File: src/source/button_debounce.sv
module button_debounce #(
  parameter int debounce_count = 270000
) (
  input logic clock,
  input logic reset,
  input logic noisy,
  output logic clean
);

  // counter wide enough to hold the settle limit
  localparam int count_width = $clog2(debounce_count + 1);
  typedef logic [count_width-1:0] count_t;

  count_t count;
  // last level seen on the raw input
  logic held;

  always_ff @(posedge clock) begin
    if (reset) begin
      // follow the raw level straight through while in reset
      count <= '0;
      held <= noisy;
      clean <= noisy;
    end else if (noisy != held) begin
      // input moved, start settling again
      held <= noisy;
      count <= '0;
    end else if (count == count_t'(debounce_count)) begin
      // stable long enough, pass it on
      clean <= held;
    end else begin
      count <= count + 1'b1;
    end
  end

endmodule

File: config.mk
export PLATFORM = sky130hd
export DESIGN_NAME = button_debounce
export DESIGN_NICKNAME = d
export VERILOG_FILES = /design/src/source/button_debounce.sv
export SDC_FILE = /design/constraint.sdc
export NUM_CORES = 1
export LEC_CHECK = 0
export ABC_CLOCK_PERIOD_IN_PS = 2550
export BUFFER_PORTS_ARGS = -buffer_cell sky130_fd_sc_hd__buf_2
export CAP_MARGIN = 40
export CELL_PAD_IN_SITES_DETAIL_PLACEMENT = 2
export CELL_PAD_IN_SITES_GLOBAL_PLACEMENT = 2
export CORE_AREA = 2 2 56 58
export CTS_CLUSTER_DIAMETER = 100
export DETAILED_ROUTE_END_ITERATION = 16
export DIE_AREA = 0 0 58 60
export PLACE_DENSITY = 0.8
export SETUP_SLACK_MARGIN = 0.15
export SYNTH_ARGS = -nofsm -noshare
export SYNTH_HDL_FRONTEND = slang
export SYNTH_SLANG_ARGS = --single-unit
export TNS_END_PERCENT = 20
File: constraint.sdc
create_clock -name clock -period 2.55 [get_ports clock]
set_clock_uncertainty 0.2 [all_clocks]
set_input_delay 0.51 -clock clock [delete_from_list [all_inputs] [get_ports clock]]
set_output_delay 0.51 -clock clock [all_outputs]
set_load 0.05 [all_outputs]
# After elaboration in Yosys (flattened, before gate mapping)
# Cells that the tools add are included.
# classes
n_addsub,1
mul,0
div,0
n_lt_le_gt_ge,0
eq_ne,3
n_shift,0
n_mux,5
n_bitwise,0
n_reduce_logical,4
# op_table
cell,n
$add 19x1->19 const B,1
$eq 19x19->1 const B,1
$mux 1,5
$reduce_bool 2->1,2
$ne 2x2->1 const B,1
$reduce_and 2->1,1
$reduce_or 2->1,1
$ne 1x1->1,1
# word_totals
ff_bits,21
latchBits,0
mem_bits_rw,0
romBits,0
inputBits,3
output_inout_bits,1
wordCells,16
memories,0

# Logic depth before layout (Yosys ltp)
# Gate-level depths: netlist (run 1).
# depth
ltp_word,4
ltp_mapped,6
ltp_nobuf,6

# Worst setup path before layout (run 1)
# Ideal clock, no wire load.
# synth_timing
path_kind,register to register
startpoint,register count[6]
endpoint,"register clean, enable pin"
setup_time_ns,0.320
arrival_time_ns,1.430
required_ns,2.030
slack_ns,0.600
path_stages_with_launch,4
path_buffers,0
synth_period_minus_slack_ns,1.950
path_cell_list,dfxtp_1 > or4b_1 > or3_4 > o31ai_1
# synth_via
elab_chain_cells,3
# synth_lines
item,line,source
from (decl),14,count_t count;
from (signal assigned),32,count <= count + 1'b1;
$eq 19x19->1,28,end else if (count == count_t'(debounce_count)) begin
$reduce_bool 2->1 (no line),-,
$reduce_and 2->1 (no line),-,
to (signal assigned),23,clean <= noisy;
to (signal assigned),30,clean <= held;
to (decl),7,output logic clean
# Every way passes these cells.
# A chain may end at the register's enable or synchronous reset.

# Worst setup path after layout (run 1)
# layout_timing
startpoint,register count[0]
endpoint,register count[16]
# layout_via
elab_chain_cells,1
elab_cells_between_ends,2
# layout_lines
item,line
$add 19x1->19 or $eq 19x19->1 (tied branches),"32, 28"
# Parallel ways exist; a longest one is shown, timed or not.

==> results of run 1 <==
-- path summary, 6_finish.rpt --
path	start	end	slack (ns)	cells past startpoint
worst min register to register	count[18]	count[18]	0.34	2
worst min-delay path	noisy	held	0.23	1
worst max-delay path	count[0]	count[16]	0.34	5
worst max register to register	count[0]	count[16]	0.34	5
-- metrics by stage --
stage / power [W] / cell area (sq um) / std cells
5_1_grt: 0.000573 / 1110 / 153
2_1_floorplan: 0.000375 / 1020 / 113
6_report: 0.000548 / 1110 / 153
3_5_place_dp: 0.000391 / 1080 / 149
4_1_cts: 0.000555 / 1110 / 153
3_3_place_gp: 0.000386 / 1080 / 149
-- state kept, by name, indices dropped and copies added, names as in the netlist --
signal	flops
count	19
held	1
clean	1
-- layer usage --
layer  up-vias  routed length (um)
met5         -                   0
met4         0                  34
met3         4                  33
met2         5                1360
met1       443                1230
li1        424                   -
-- power groups by stage --
stage	Sequential [W]	Clock [W]	Combinational (W)
final	0.000345	0.000164	0.0000385
after CTS	0.000345	0.000171	0.0000392
after detailed placement	0.000352	0	0.0000392
after global placement	0.000351	0	0.0000351
after global routing	0.000346	0.000184	0.0000423
after floorplan	0.000355	0	0.0000206
-- final cells by class --
type / instances / area (sq um) / area share (%)
multi-input cells: 83 / 547 / 49.4
flip-flops and latches: 21 / 440 / 39.8
well taps: 33 / 41.3 / 3.73
inverters: 8 / 30.0 / 2.71
clock buffers: 4 / 26.3 / 2.37
repair buffers: 4 / 22.5 / 2.03
-- layout by cell type (no fill, tap or decap) --
cell type	n
clkbuf_1	1
nor3_1	3
a31oi_1	1
and4_1	1
xnor2_1	8
nor4b_1	2
mux2_2	1
o211ai_1	1
nand4_4	1
or3_2	1
nand3_1	5
nand4_1	4
o41ai_1	1
nor2_1	12
clkbuf_4	3
or3_4	2
or3_1	5
a211oi_2	1
buf_2	3
ha_1	2
nand2_1	8
a21oi_1	6
nor4bb_1	1
xor2_1	2
o31ai_1	1
dfxtp_1	19
edfxtp_1	2
inv_1	7
nor4_1	5
buf_4	1
clkinv_1	1
o21ai_0	6
or4b_1	1
mux2i_1	2
-- logic make-up after synthesis --
group	after synthesis	share of synthesized area, %
xor gates and xnor gates	10	8.58
AOI/OAI and AO/OA	17	10.1
buffers and inverters	9	3.31
DFF	21	43.1
and+or+nand+nor	51	29.4
adders and majority gates	2	2.45
muxes	3	3.06
==> summary.txt, run 1 <==
Fmax -> 0.452 GHz
count of final setup violators -> 0
Critical Path Start Type -> register
total number of clock tree sinks -> 21
diodes inserted -> 0
Critical Path RT -> 2.59 ns
time the final worst path needs with I/O delays and setup -> 2.21 ns
library cells used by synthesis -> 31
share of the core filled with cells -> 38.1%
cell-internal power -> 0.000412 W
antenna violations before repair -> 0
Crit path largest cell delay -> 0.46 ns
count of max-cap constraint violations -> 0
leading post-synthesis cells by cell area -> dfxtp_1, xnor2_1, edfxtp_1, nor2_1, nor4_1
Crit Path Category -> reg2reg
sequential power share -> 63.1%
DR vias/cell -> 5.73
post-cts resize count -> 0
global-route met3 utilization -> 3.25%
combined area of all synthesized cells -> 1020 sq um
proportion of register bits with asynchronous set or reset after synthesis -> 0%
slew margin rel. -> 70.5%
Psw -> 0.000135 W
routing usage on met2 -> 30.4%
hold crit path type -> in2reg
delay-heaviest family, CP -> simple AND/OR/NAND/NOR gates
Critical Path End Type -> register
Initial Utilization -> 35.2%
Buffers on Ports -> 3
Post-Place Worst Slack -> 0.302 ns
EDFF count, synth -> 2
result of the run -> complete, no violations
final slew viol count -> 0
Detailed Route WL -> 2660 um
ANT nets after route -> 0
die boundary height -> 60 um
layout cell share with drive strength beyond 1 -> 10.8%
largest driver fanout on the critical path -> 8
post-synthesis cell type with the largest combined area -> dfxtp_1
leakage power of the design -> 0.325 nW
Clock power frac -> 29.9%
DP Wirelength -> 2010 um
power per cell area -> 494 nW/um^2
highest-utilization routing layer at the global route stage -> met2
TritonCTS clock tree -> done
sequential share of the synthesized area -> 43.1%
synthesis-to-layout area growth -> 8.46%
Hold Buf Count CTS -> 0
routed wirelength normalized by instance count -> 17.4 um
global-route wire length before repair -> 4530 um
number of cell rows -> 20
clock buffers created by TritonCTS -> 3
worst setup margin -> 0.336 ns
Cells after Synth -> 113
switch share -> 24.7%
arrival time at the worst endpoint -> 2.26 ns
crit share post-route -> 86.8%
Avg Inst Size Synth -> 9.04 sq um
total grt overflow -> 0
clock latency of the later-clocked register in the worst-skew pair -> 0.31 ns
Hold Slack -> 0.229 ns
Vias -> 876
area of the placeable core -> 2900 sq um
number of global-route vias before repair -> 947
most numerous cell in the Yosys netlist -> dfxtp_1
RSZ-0062 raised after global routing -> no
weighted congestion at the end of routability-driven global placement -> 0.706
count of warnings emitted by yosys -> 0
most common library cells after synthesis -> dfxtp_1, nor2_1, nand2_1, xnor2_1, inv_1
number of H-tree levels -> 1
global router's overall resource usage -> 17.3%
number of design-rule violations left by the first detailed-router iteration -> 11
endpoints failing hold -> 0
Die Span X -> 58 um
detailed-route DRC error count -> 0
DIE AREA -> 3480 sq um
number of nets in the finished design -> 126
worst-case vdd ir drop -> 0.000332 V
clock tree buffer depth -> 2
dominant register cell in the synthesized netlist -> dfxtp_1
standard cell with the maximum stage delay on the critical path -> dfxtp_1
pin count of the biggest net entering global routing -> 12
Syn Nets -> 118
count of filler cells inserted in the layout -> 333
register bit count reported by yosys -> 21
combinational power share -> 7.0%
met1 usage in global routing -> 20.7%
root buffer cell -> clkbuf_4
critical-path cell list -> ha_1 > nand3_1 > or3_4 > or3_1 > a211oi_2
clock slew at reported path FFs -> 0.12 ns
area share of the largest cell type after synthesis -> 37.3%
sum of buffers and inverters on the critical path -> 0
count of boundary I/O pins -> 4
number of iterations in the first detailed-routing pass -> 4
transition time at the pin with the least slew margin -> 0.439 ns
number of buffers inserted by post-CTS setup repair -> 0
total negative slack -> 0 ns
Note: power is estimated with default switching activity, not from simulation.
==> run 2: changes to the inputs <==
--- a/config.mk
+++ b/config.mk
@@ -5,16 +5,17 @@
 export SDC_FILE = /design/constraint.sdc
 export NUM_CORES = 1
 export LEC_CHECK = 0
+export ABC_AREA = 1
 export ABC_CLOCK_PERIOD_IN_PS = 2550
 export BUFFER_PORTS_ARGS = -buffer_cell sky130_fd_sc_hd__buf_2
 export CAP_MARGIN = 40
 export CELL_PAD_IN_SITES_DETAIL_PLACEMENT = 2
 export CELL_PAD_IN_SITES_GLOBAL_PLACEMENT = 2
-export CORE_AREA = 2 2 56 58
+export CORE_AREA = 2 2 62 64
 export CTS_CLUSTER_DIAMETER = 100
 export DETAILED_ROUTE_END_ITERATION = 16
-export DIE_AREA = 0 0 58 60
-export PLACE_DENSITY = 0.8
+export DIE_AREA = 0 0 64 66
+export PLACE_DENSITY = 0.82
 export SETUP_SLACK_MARGIN = 0.15
 export SYNTH_ARGS = -nofsm -noshare
 export SYNTH_HDL_FRONTEND = slang
==> summary.txt, run 2 <==
result of the run -> complete, no violations (unchanged)
slew margin rel. -> 59.4% (was 70.5%)
time the final worst path needs with I/O delays and setup -> 1.87 ns (was 2.21 ns)
largest driver fanout on the critical path -> 15 (was 8)
count of boundary I/O pins -> 4 (unchanged)
power per cell area -> 444 nW/um^2 (was 494 nW/um^2)
Vias -> 1,097 (was 876)
standard cell with the maximum stage delay on the critical path -> nor2_2 (was dfxtp_1)
Hold Buf Count CTS -> 0 (unchanged)
worst-case register-to-register setup slack -> 0.68 ns (was 0.34 ns)
hold crit path type -> in2reg (unchanged)
number of design-rule violations left by the first detailed-router iteration -> 22 (was 11)
count of filler cells inserted in the layout -> 439 (was 333)
arrival time at the worst endpoint -> 1.70 ns (was 2.26 ns)
Worst Min Path Start -> noisy (unchanged)
clock latency of the later-clocked register in the worst-skew pair -> 0.31 ns (about the same)
dominant register cell in the synthesized netlist -> dfxtp_1 (unchanged)
proportion of register bits with asynchronous set or reset after synthesis -> 0% (unchanged)
detailed-route DRC error count -> 0 (unchanged)
register bit count reported by yosys -> 21 (unchanged)
leakage power of the design -> 0.394 nW (was 0.325 nW)
cell-internal power -> 0.000412 W (about the same)
global-route wire length before repair -> 5460 um (was 4530 um)
DR vias/cell -> 4.90 (was 5.73)
sequential share of the synthesized area -> 37.7% (was 43.1%)
Hold Path Sink -> held (unchanged)
Hold Slack -> 0.203 ns (was 0.229 ns)
max FFs per register -> 19 (unchanged)
DP Wirelength -> 2570 um (was 2010 um)
Crit Path Category -> reg2reg (unchanged)
Die Span X -> 64 um (was 58 um)
number of nets in the finished design -> 182 (was 126)
root buffer cell -> clkbuf_4 (unchanged)
most common library cells after synthesis -> nand2_1, nor2_1, dfxtp_1 (was dfxtp_1, nor2_1, nand2_1, xnor2_1, inv_1)
area share of the largest cell type after synthesis -> 32.6% (was 37.3%)
post-cts resize count -> 0 (unchanged)
post-synthesis cell type with the largest combined area -> dfxtp_1 (unchanged)
clock buffers created by TritonCTS -> 3 (unchanged)
clock slew at reported path FFs -> 0.12 ns (about the same)
DIE AREA -> 4220 sq um (was 3480 sq um)
register bank with the most flops -> count (unchanged)
area of the placeable core -> 3550 sq um (was 2900 sq um)
number of buffers inserted by post-CTS setup repair -> 0 (unchanged)
number of cell rows -> 22 (was 20)
EDFF count, synth -> 2 (unchanged)
Psw -> 0.000143 W (was 0.000135 W)
combinational power share -> 8.1% (was 7.0%)
leading cell type in the layout, fill and taps excluded -> nand2_1 (was dfxtp_1)
layout cell share with drive strength beyond 1 -> 14.8% (was 10.8%)
Fmax -> 0.535 GHz (was 0.452 GHz)
clock tree buffer depth -> 2 (unchanged)
routed wirelength normalized by instance count -> 14.1 um (was 17.4 um)
Detailed Route WL -> 3160 um (was 2660 um)
Largest regs -> count (19), clean (1), held (1) (unchanged)
worst setup margin -> 0.679 ns (was 0.336 ns)
sequential power share -> 62.0% (was 63.1%)
RSZ-0062 raised after global routing -> no (unchanged)
placed instance count -> 220 (was 149)
Critical Path Start Type -> register (unchanged)
total grt overflow -> 0 (unchanged)
die boundary height -> 66 um (was 60 um)
most numerous cell in the Yosys netlist -> nand2_1 (was dfxtp_1)
count of max-cap constraint violations -> 0 (unchanged)
worst flop-to-flop path endpoint -> held (was count[16])
transition time at the pin with the least slew margin -> 0.609 ns (was 0.439 ns)
final slew viol count -> 0 (unchanged)
Clock power frac -> 29.9% (about the same)
switch share -> 25.8% (was 24.7%)
weighted congestion at the end of routability-driven global placement -> 0.768 (was 0.706)
number of non-filler instances in the completed layout -> 224 (was 153)
commonest non-fill, non-tap cells in the layout -> nand2_1, nor2_1, dfxtp_1, inv_1, a21oi_1 (was dfxtp_1, nor2_1, nand2_1, xnor2_1, inv_1)
Syn Nets -> 176 (was 118)
leading post-synthesis cells by cell area -> dfxtp_1, nand2_1, nor2_1, a21oi_1, nand3_1 (was dfxtp_1, xnor2_1, edfxtp_1, nor2_1, nor4_1)
antenna violations before repair -> 0 (unchanged)
number of iterations in the first detailed-routing pass -> 4 (unchanged)
endpoints failing hold -> 0 (unchanged)
combined area of all synthesized cells -> 1170 sq um (was 1020 sq um)
global router's overall resource usage -> 17.0% (was 17.3%)
count of final setup violators -> 0 (unchanged)
total number of clock tree sinks -> 21 (unchanged)
number of H-tree levels -> 1 (unchanged)
crit share post-route -> 73.4% (was 86.8%)
number of global-route vias before repair -> 1,225 (was 947)
worst-case vdd ir drop -> 0.000279 V (was 0.000332 V)
worst reg2reg startpoint -> held (was count[0])
total negative slack -> 0 ns (unchanged)
Avg Inst Size Synth -> 6.83 sq um (was 9.04 sq um)
Crit path largest cell delay -> 0.49 ns (was 0.46 ns)
ANT nets after route -> 0 (unchanged)
count of warnings emitted by yosys -> 0 (unchanged)
critical-path cell list -> xor2_1 > nor2_2 > inv_1 (was ha_1 > nand3_1 > or3_4 > or3_1 > a211oi_2)
pin count of the biggest net entering global routing -> 16 (was 12)
Initial Utilization -> 32.9% (was 35.2%)
Buffers on Ports -> 3 (unchanged)
Post-Place Worst Slack -> 0.507 ns (was 0.302 ns)
Hold Crit Depth -> 1 (unchanged)
Cells after Synth -> 171 (was 113)
diodes inserted -> 0 (unchanged)
Critical Path RT -> 2.38 ns (was 2.59 ns)
library cells used by synthesis -> 24 (was 31)
Critical Path End Type -> register (unchanged)
worst r2r path cells -> 3 (was 5)
synthesis-to-layout area growth -> 7.18% (was 8.46%)
TritonCTS clock tree -> done (unchanged)
==> run 2: cell types whose count changed after synthesis, moves of 6 or more <==
cell     change
nand3_1      +9
xnor2_1      -8
inv_1       +11
nand2_1     +22
nor2_2       +6
a21oi_1      +9
o21ai_0      +6
nor2_1      +15
==> run 2: per-layer routing <==
layer | GRT usage [%] | wire [um] | vias up
met5 | 0 | 0 | -
met1 | 19.6 | 1480 | 525
met2 | 32.0 | 1590 | 10
li1 | - | - | 558
met4 | 5.71 | 37 | 0
met3 | 2.56 | 54 | 4
==> run 2: final cells by class <==
cell class | count | area, sq um | share of cell area [%]
flip-flops and latches | 21 | 440 | 35.2
multi-input cells | 124 | 618 | 49.4
clock inverters | 1 | 5.00 | 0.400
well taps | 48 | 60.1 | 4.80
repair buffers | 3 | 15.0 | 1.20
inverters | 24 | 90.1 | 7.20
clock buffers | 3 | 22.5 | 1.80
==> run 2: cell families (layout without fill, tap and decap cells) <==
| logic type | after synthesis | in the layout | share of synthesized area (%) |
|---|---|---|---|
| mux | 1 | 1 | 0.965 |
| xor+xnor | 1 | 1 | 0.750 |
| fa+ha+maj | 2 | 2 | 2.14 |
| flops | 21 | 21 | 37.7 |
| simple gates | 91 | 91 | 36.4 |
| buf+inv | 26 | 31 | 9.32 |
| compound gates | 29 | 29 | 12.6 |
==> run 2: how the worst max path moves through the flow <==
| stage | start | to | slack [ns] | cells past startpoint |
|---|---|---|---|---|
| 2_1_floorplan | count[0] | clean | 1.07 | 6 |
| 3_3_place_gp | noisy | held | 0.58 | 4 |
| 3_5_place_dp | noisy | held | 0.51 | 4 |
| 4_1_cts | held | held | 0.67 | 3 |
| 5_1_grt | held | held | 0.51 | 3 |
| 6_report | held | held | 0.68 | 3 |
==> run 2: metrics by stage <==
stage	cell area, sq um	utilization, %	total power (W)
after CTS	1250	35.2	0.000571
after global placement	1220	34.5	0.000394
after detailed placement	1220	34.5	0.000398
after floorplan	1170	-	0.000387
after global routing	1250	35.2	0.000589
final	1250	35.2	0.000556
==> run 2: worst max-delay path, delay by kind of cell (launching register included) <==
| family | cells | cell delay [ns] |
|---|---|---|
| buffers and inverters | 1 | 0.26 |
| AND/OR/NAND/NOR | 1 | 0.49 |
| XOR/XNOR | 1 | 0.21 |
| flip-flops | 1 | 0.43 |
==> run 2: power by group through the flow <==
stage,clock network (W),logic (W),registers (W)
after floorplan,0,0.0000322,0.000355
after global placement,0,0.0000427,0.000352
after detailed placement,0,0.0000456,0.000352
after CTS,0.000180,0.0000457,0.000345
after global routing,0.000189,0.0000538,0.000346
final,0.000166,0.0000449,0.000345
==> run 3: changes to the inputs <==
--- a/config.mk
+++ b/config.mk
@@ -6,7 +6,7 @@
 export NUM_CORES = 1
 export LEC_CHECK = 0
 export ABC_AREA = 1
-export ABC_CLOCK_PERIOD_IN_PS = 2550
+export ABC_CLOCK_PERIOD_IN_PS = 1820
 export BUFFER_PORTS_ARGS = -buffer_cell sky130_fd_sc_hd__buf_2
 export CAP_MARGIN = 40
 export CELL_PAD_IN_SITES_DETAIL_PLACEMENT = 2
==> constraint.sdc (replaced) <==
create_clock -name clock -period 1.82 [get_ports clock]
set_clock_uncertainty 0.2 [all_clocks]
set_input_delay 0.364 -clock clock [delete_from_list [all_inputs] [get_ports clock]]
set_output_delay 0.364 -clock clock [all_outputs]
set_load 0.05 [all_outputs]
==> summary.txt, run 3 (same netlist as run 2, synthesis figures left out) <==
result of the run -> complete, no violations (unchanged)
die boundary height -> 66 um (unchanged)
Critical Path End Type -> register (unchanged)
TritonCTS clock tree -> done (unchanged)
pin count of the biggest net entering global routing -> 15 (was 16)
clock tree buffer depth -> 2 (unchanged)
count of filler cells inserted in the layout -> 426 (was 439)
DIE AREA -> 4220 sq um (unchanged)
layout cell share with drive strength beyond 1 -> 25.9% (was 14.8%)
number of cell rows -> 22 (unchanged)
number of global-route vias before repair -> 1,245 (was 1,225)
root buffer cell -> clkbuf_4 (unchanged)
hold crit path type -> in2reg (unchanged)
standard cell with the maximum stage delay on the critical path -> dfxtp_2 (was nor2_2)
time the final worst path needs with I/O delays and setup -> 1.58 ns (was 1.87 ns)
final slew viol count -> 0 (unchanged)
count of max-cap constraint violations -> 0 (unchanged)
total negative slack -> 0 ns (unchanged)
crit share post-route -> 87.1% (was 73.4%)
Largest regs -> count (19), clean (1), held (1) (unchanged)
number of design-rule violations left by the first detailed-router iteration -> 18 (was 22)
Hold Slack -> 0.0719 ns (was 0.203 ns)
global-route wire length before repair -> 5690 um (was 5460 um)
antenna violations before repair -> 0 (unchanged)
commonest non-fill, non-tap cells in the layout -> nand2_1, nor2_1, inv_1, a21oi_1 (was nand2_1, nor2_1, dfxtp_1, inv_1, a21oi_1)
global router's overall resource usage -> 17.3% (was 17.0%)
DP Wirelength -> 2710 um (was 2570 um)
Crit path largest cell delay -> 0.39 ns (was 0.49 ns)
met1 usage in global routing -> 19.6% (about the same)
slew margin rel. -> 83.9% (was 59.4%)
power per cell area -> 594 nW/um^2 (was 444 nW/um^2)
ANT nets after route -> 0 (unchanged)
area of the placeable core -> 3550 sq um (unchanged)
register bank with the most flops -> count (unchanged)
Initial Utilization -> 32.9% (unchanged)
number of H-tree levels -> 1 (unchanged)
Die Span X -> 64 um (unchanged)
total grt overflow -> 0 (unchanged)
number of nets in the finished design -> 191 (was 182)
Critical Path Start Type -> register (unchanged)
Buffers on Ports -> 3 (unchanged)
routing usage on met2 -> 34.4% (was 32.0%)
RSZ-0062 raised after global routing -> yes (was no)
diodes inserted -> 0 (unchanged)
clock buffers created by TritonCTS -> 3 (unchanged)
clock latency of the later-clocked register in the worst-skew pair -> 0.30 ns (was 0.31 ns)
detailed-route DRC error count -> 0 (unchanged)
critical-path cell list -> nand2_1 > inv_2 > nand3_2 > nor2_2 > nand2_2 > o21bai_1 (was xor2_1 > nor2_2 > inv_1)
count of boundary I/O pins -> 4 (unchanged)
largest driver fanout on the critical path -> 4 (was 15)
Fmax -> 0.631 GHz (was 0.535 GHz)
number of iterations in the first detailed-routing pass -> 4 (unchanged)
transition time at the pin with the least slew margin -> 0.241 ns (was 0.609 ns)
Detailed Route WL -> 3470 um (was 3160 um)
highest-utilization routing layer at the global route stage -> met2 (unchanged)
max FFs per register -> 19 (unchanged)
Crit Path Category -> reg2reg (unchanged)
Vias -> 1,151 (was 1,097)
global-route met3 utilization -> 2.04% (was 2.56%)
total number of clock tree sinks -> 21 (unchanged)
leakage power of the design -> 0.447 nW (was 0.394 nW)
Critical Path RT -> 1.65 ns (was 2.38 ns)
DR vias/cell -> 4.94 (was 4.90)
leading cell type in the layout, fill and taps excluded -> nand2_1 (unchanged)
weighted congestion at the end of routability-driven global placement -> 0.826 (was 0.768)
Hold Buf Count CTS -> 0 (unchanged)
synthesis-to-layout area growth -> 16.5% (was 7.18%)
count of final setup violators -> 0 (unchanged)
clock slew at reported path FFs -> 0.13 ns (was 0.12 ns)
arrival time at the worst endpoint -> 1.42 ns (was 1.70 ns)
routed wirelength normalized by instance count -> 14.9 um (was 14.1 um)
endpoints failing hold -> 0 (unchanged)
worst-case vdd ir drop -> 0.000406 V (was 0.000279 V)
run 3: cell count changes in the layout (fill, tap and decap cells not counted), sizes merged:
cell	delta
buf	+9
clkbuf	+1
clkinv	-1
run 3: final cells by class:
| class | count | area [sq um] | share of cell area, % |
|---|---|---|---|
| Clock buffer | 4 | 26.3 | 1.93 |
| Inverter | 24 | 90.1 | 6.62 |
| Multi-Input combinational cell | 124 | 651 | 47.8 |
| Sequential cell | 21 | 450 | 33.1 |
| Tap cell | 48 | 60.1 | 4.42 |
| Timing Repair Buffer | 12 | 82.6 | 6.07 |
run 3: per-layer routing:
metal	vias to the layer above	part of all wire, %
met2	8	54
met4	0	0.95
li1	573	-
met1	566	44
met3	4	1.3
met5	-	0
run 3: final timing paths:
check	start	end	slack, ns	cells past startpoint
min reg2reg	count[11]	count[11]	0.26	1
max reg2reg	count[10]	clean	0.24	6
max	count[10]	clean	0.24	6
min	noisy	held	0.07	1
run 3: where the power goes:
group          switching [W]  leakage, nW  internal (W)
clock network       0.000149       0.0150     0.0000854
logic              0.0000536        0.256     0.0000357
registers         0.00000802        0.176      0.000476
total               0.000211        0.447      0.000597
run 3: critical path, delay by kind of cell (launching register included):
kind | cells | cell delay (ns)
AO/OA/AOI/OAI | 1 | 0.16
buffers and inverters | 1 | 0.11
flip-flops | 1 | 0.39
AND/OR/NAND/NOR | 4 | 0.45
run 3: what timing repair did:
| item | CTS | global route |
|---|---|---|
| setup buffers | 0 | 4 |
| resized for setup | 0 | 17 |
| endpoints found under the hold margin | 0 | 0 |
| endpoints found under the setup margin | 0 | 11 |
run 3: metrics by stage:
stage / power (W) / area [sq um] / util (%) / setup WS [ns] / cells
after floorplan: 0.000542 / 1170 / - / 0.339 / 171
after global placement: 0.000560 / 1260 / 35.5 / 0.209 / 225
after CTS: 0.000802 / 1290 / 36.3 / 0.150 / 229
after detailed placement: 0.000568 / 1260 / 35.5 / 0.159 / 225
final: 0.000808 / 1360 / 38.3 / 0.235 / 233
after global routing: 0.000850 / 1360 / 38.3 / 0.131 / 233
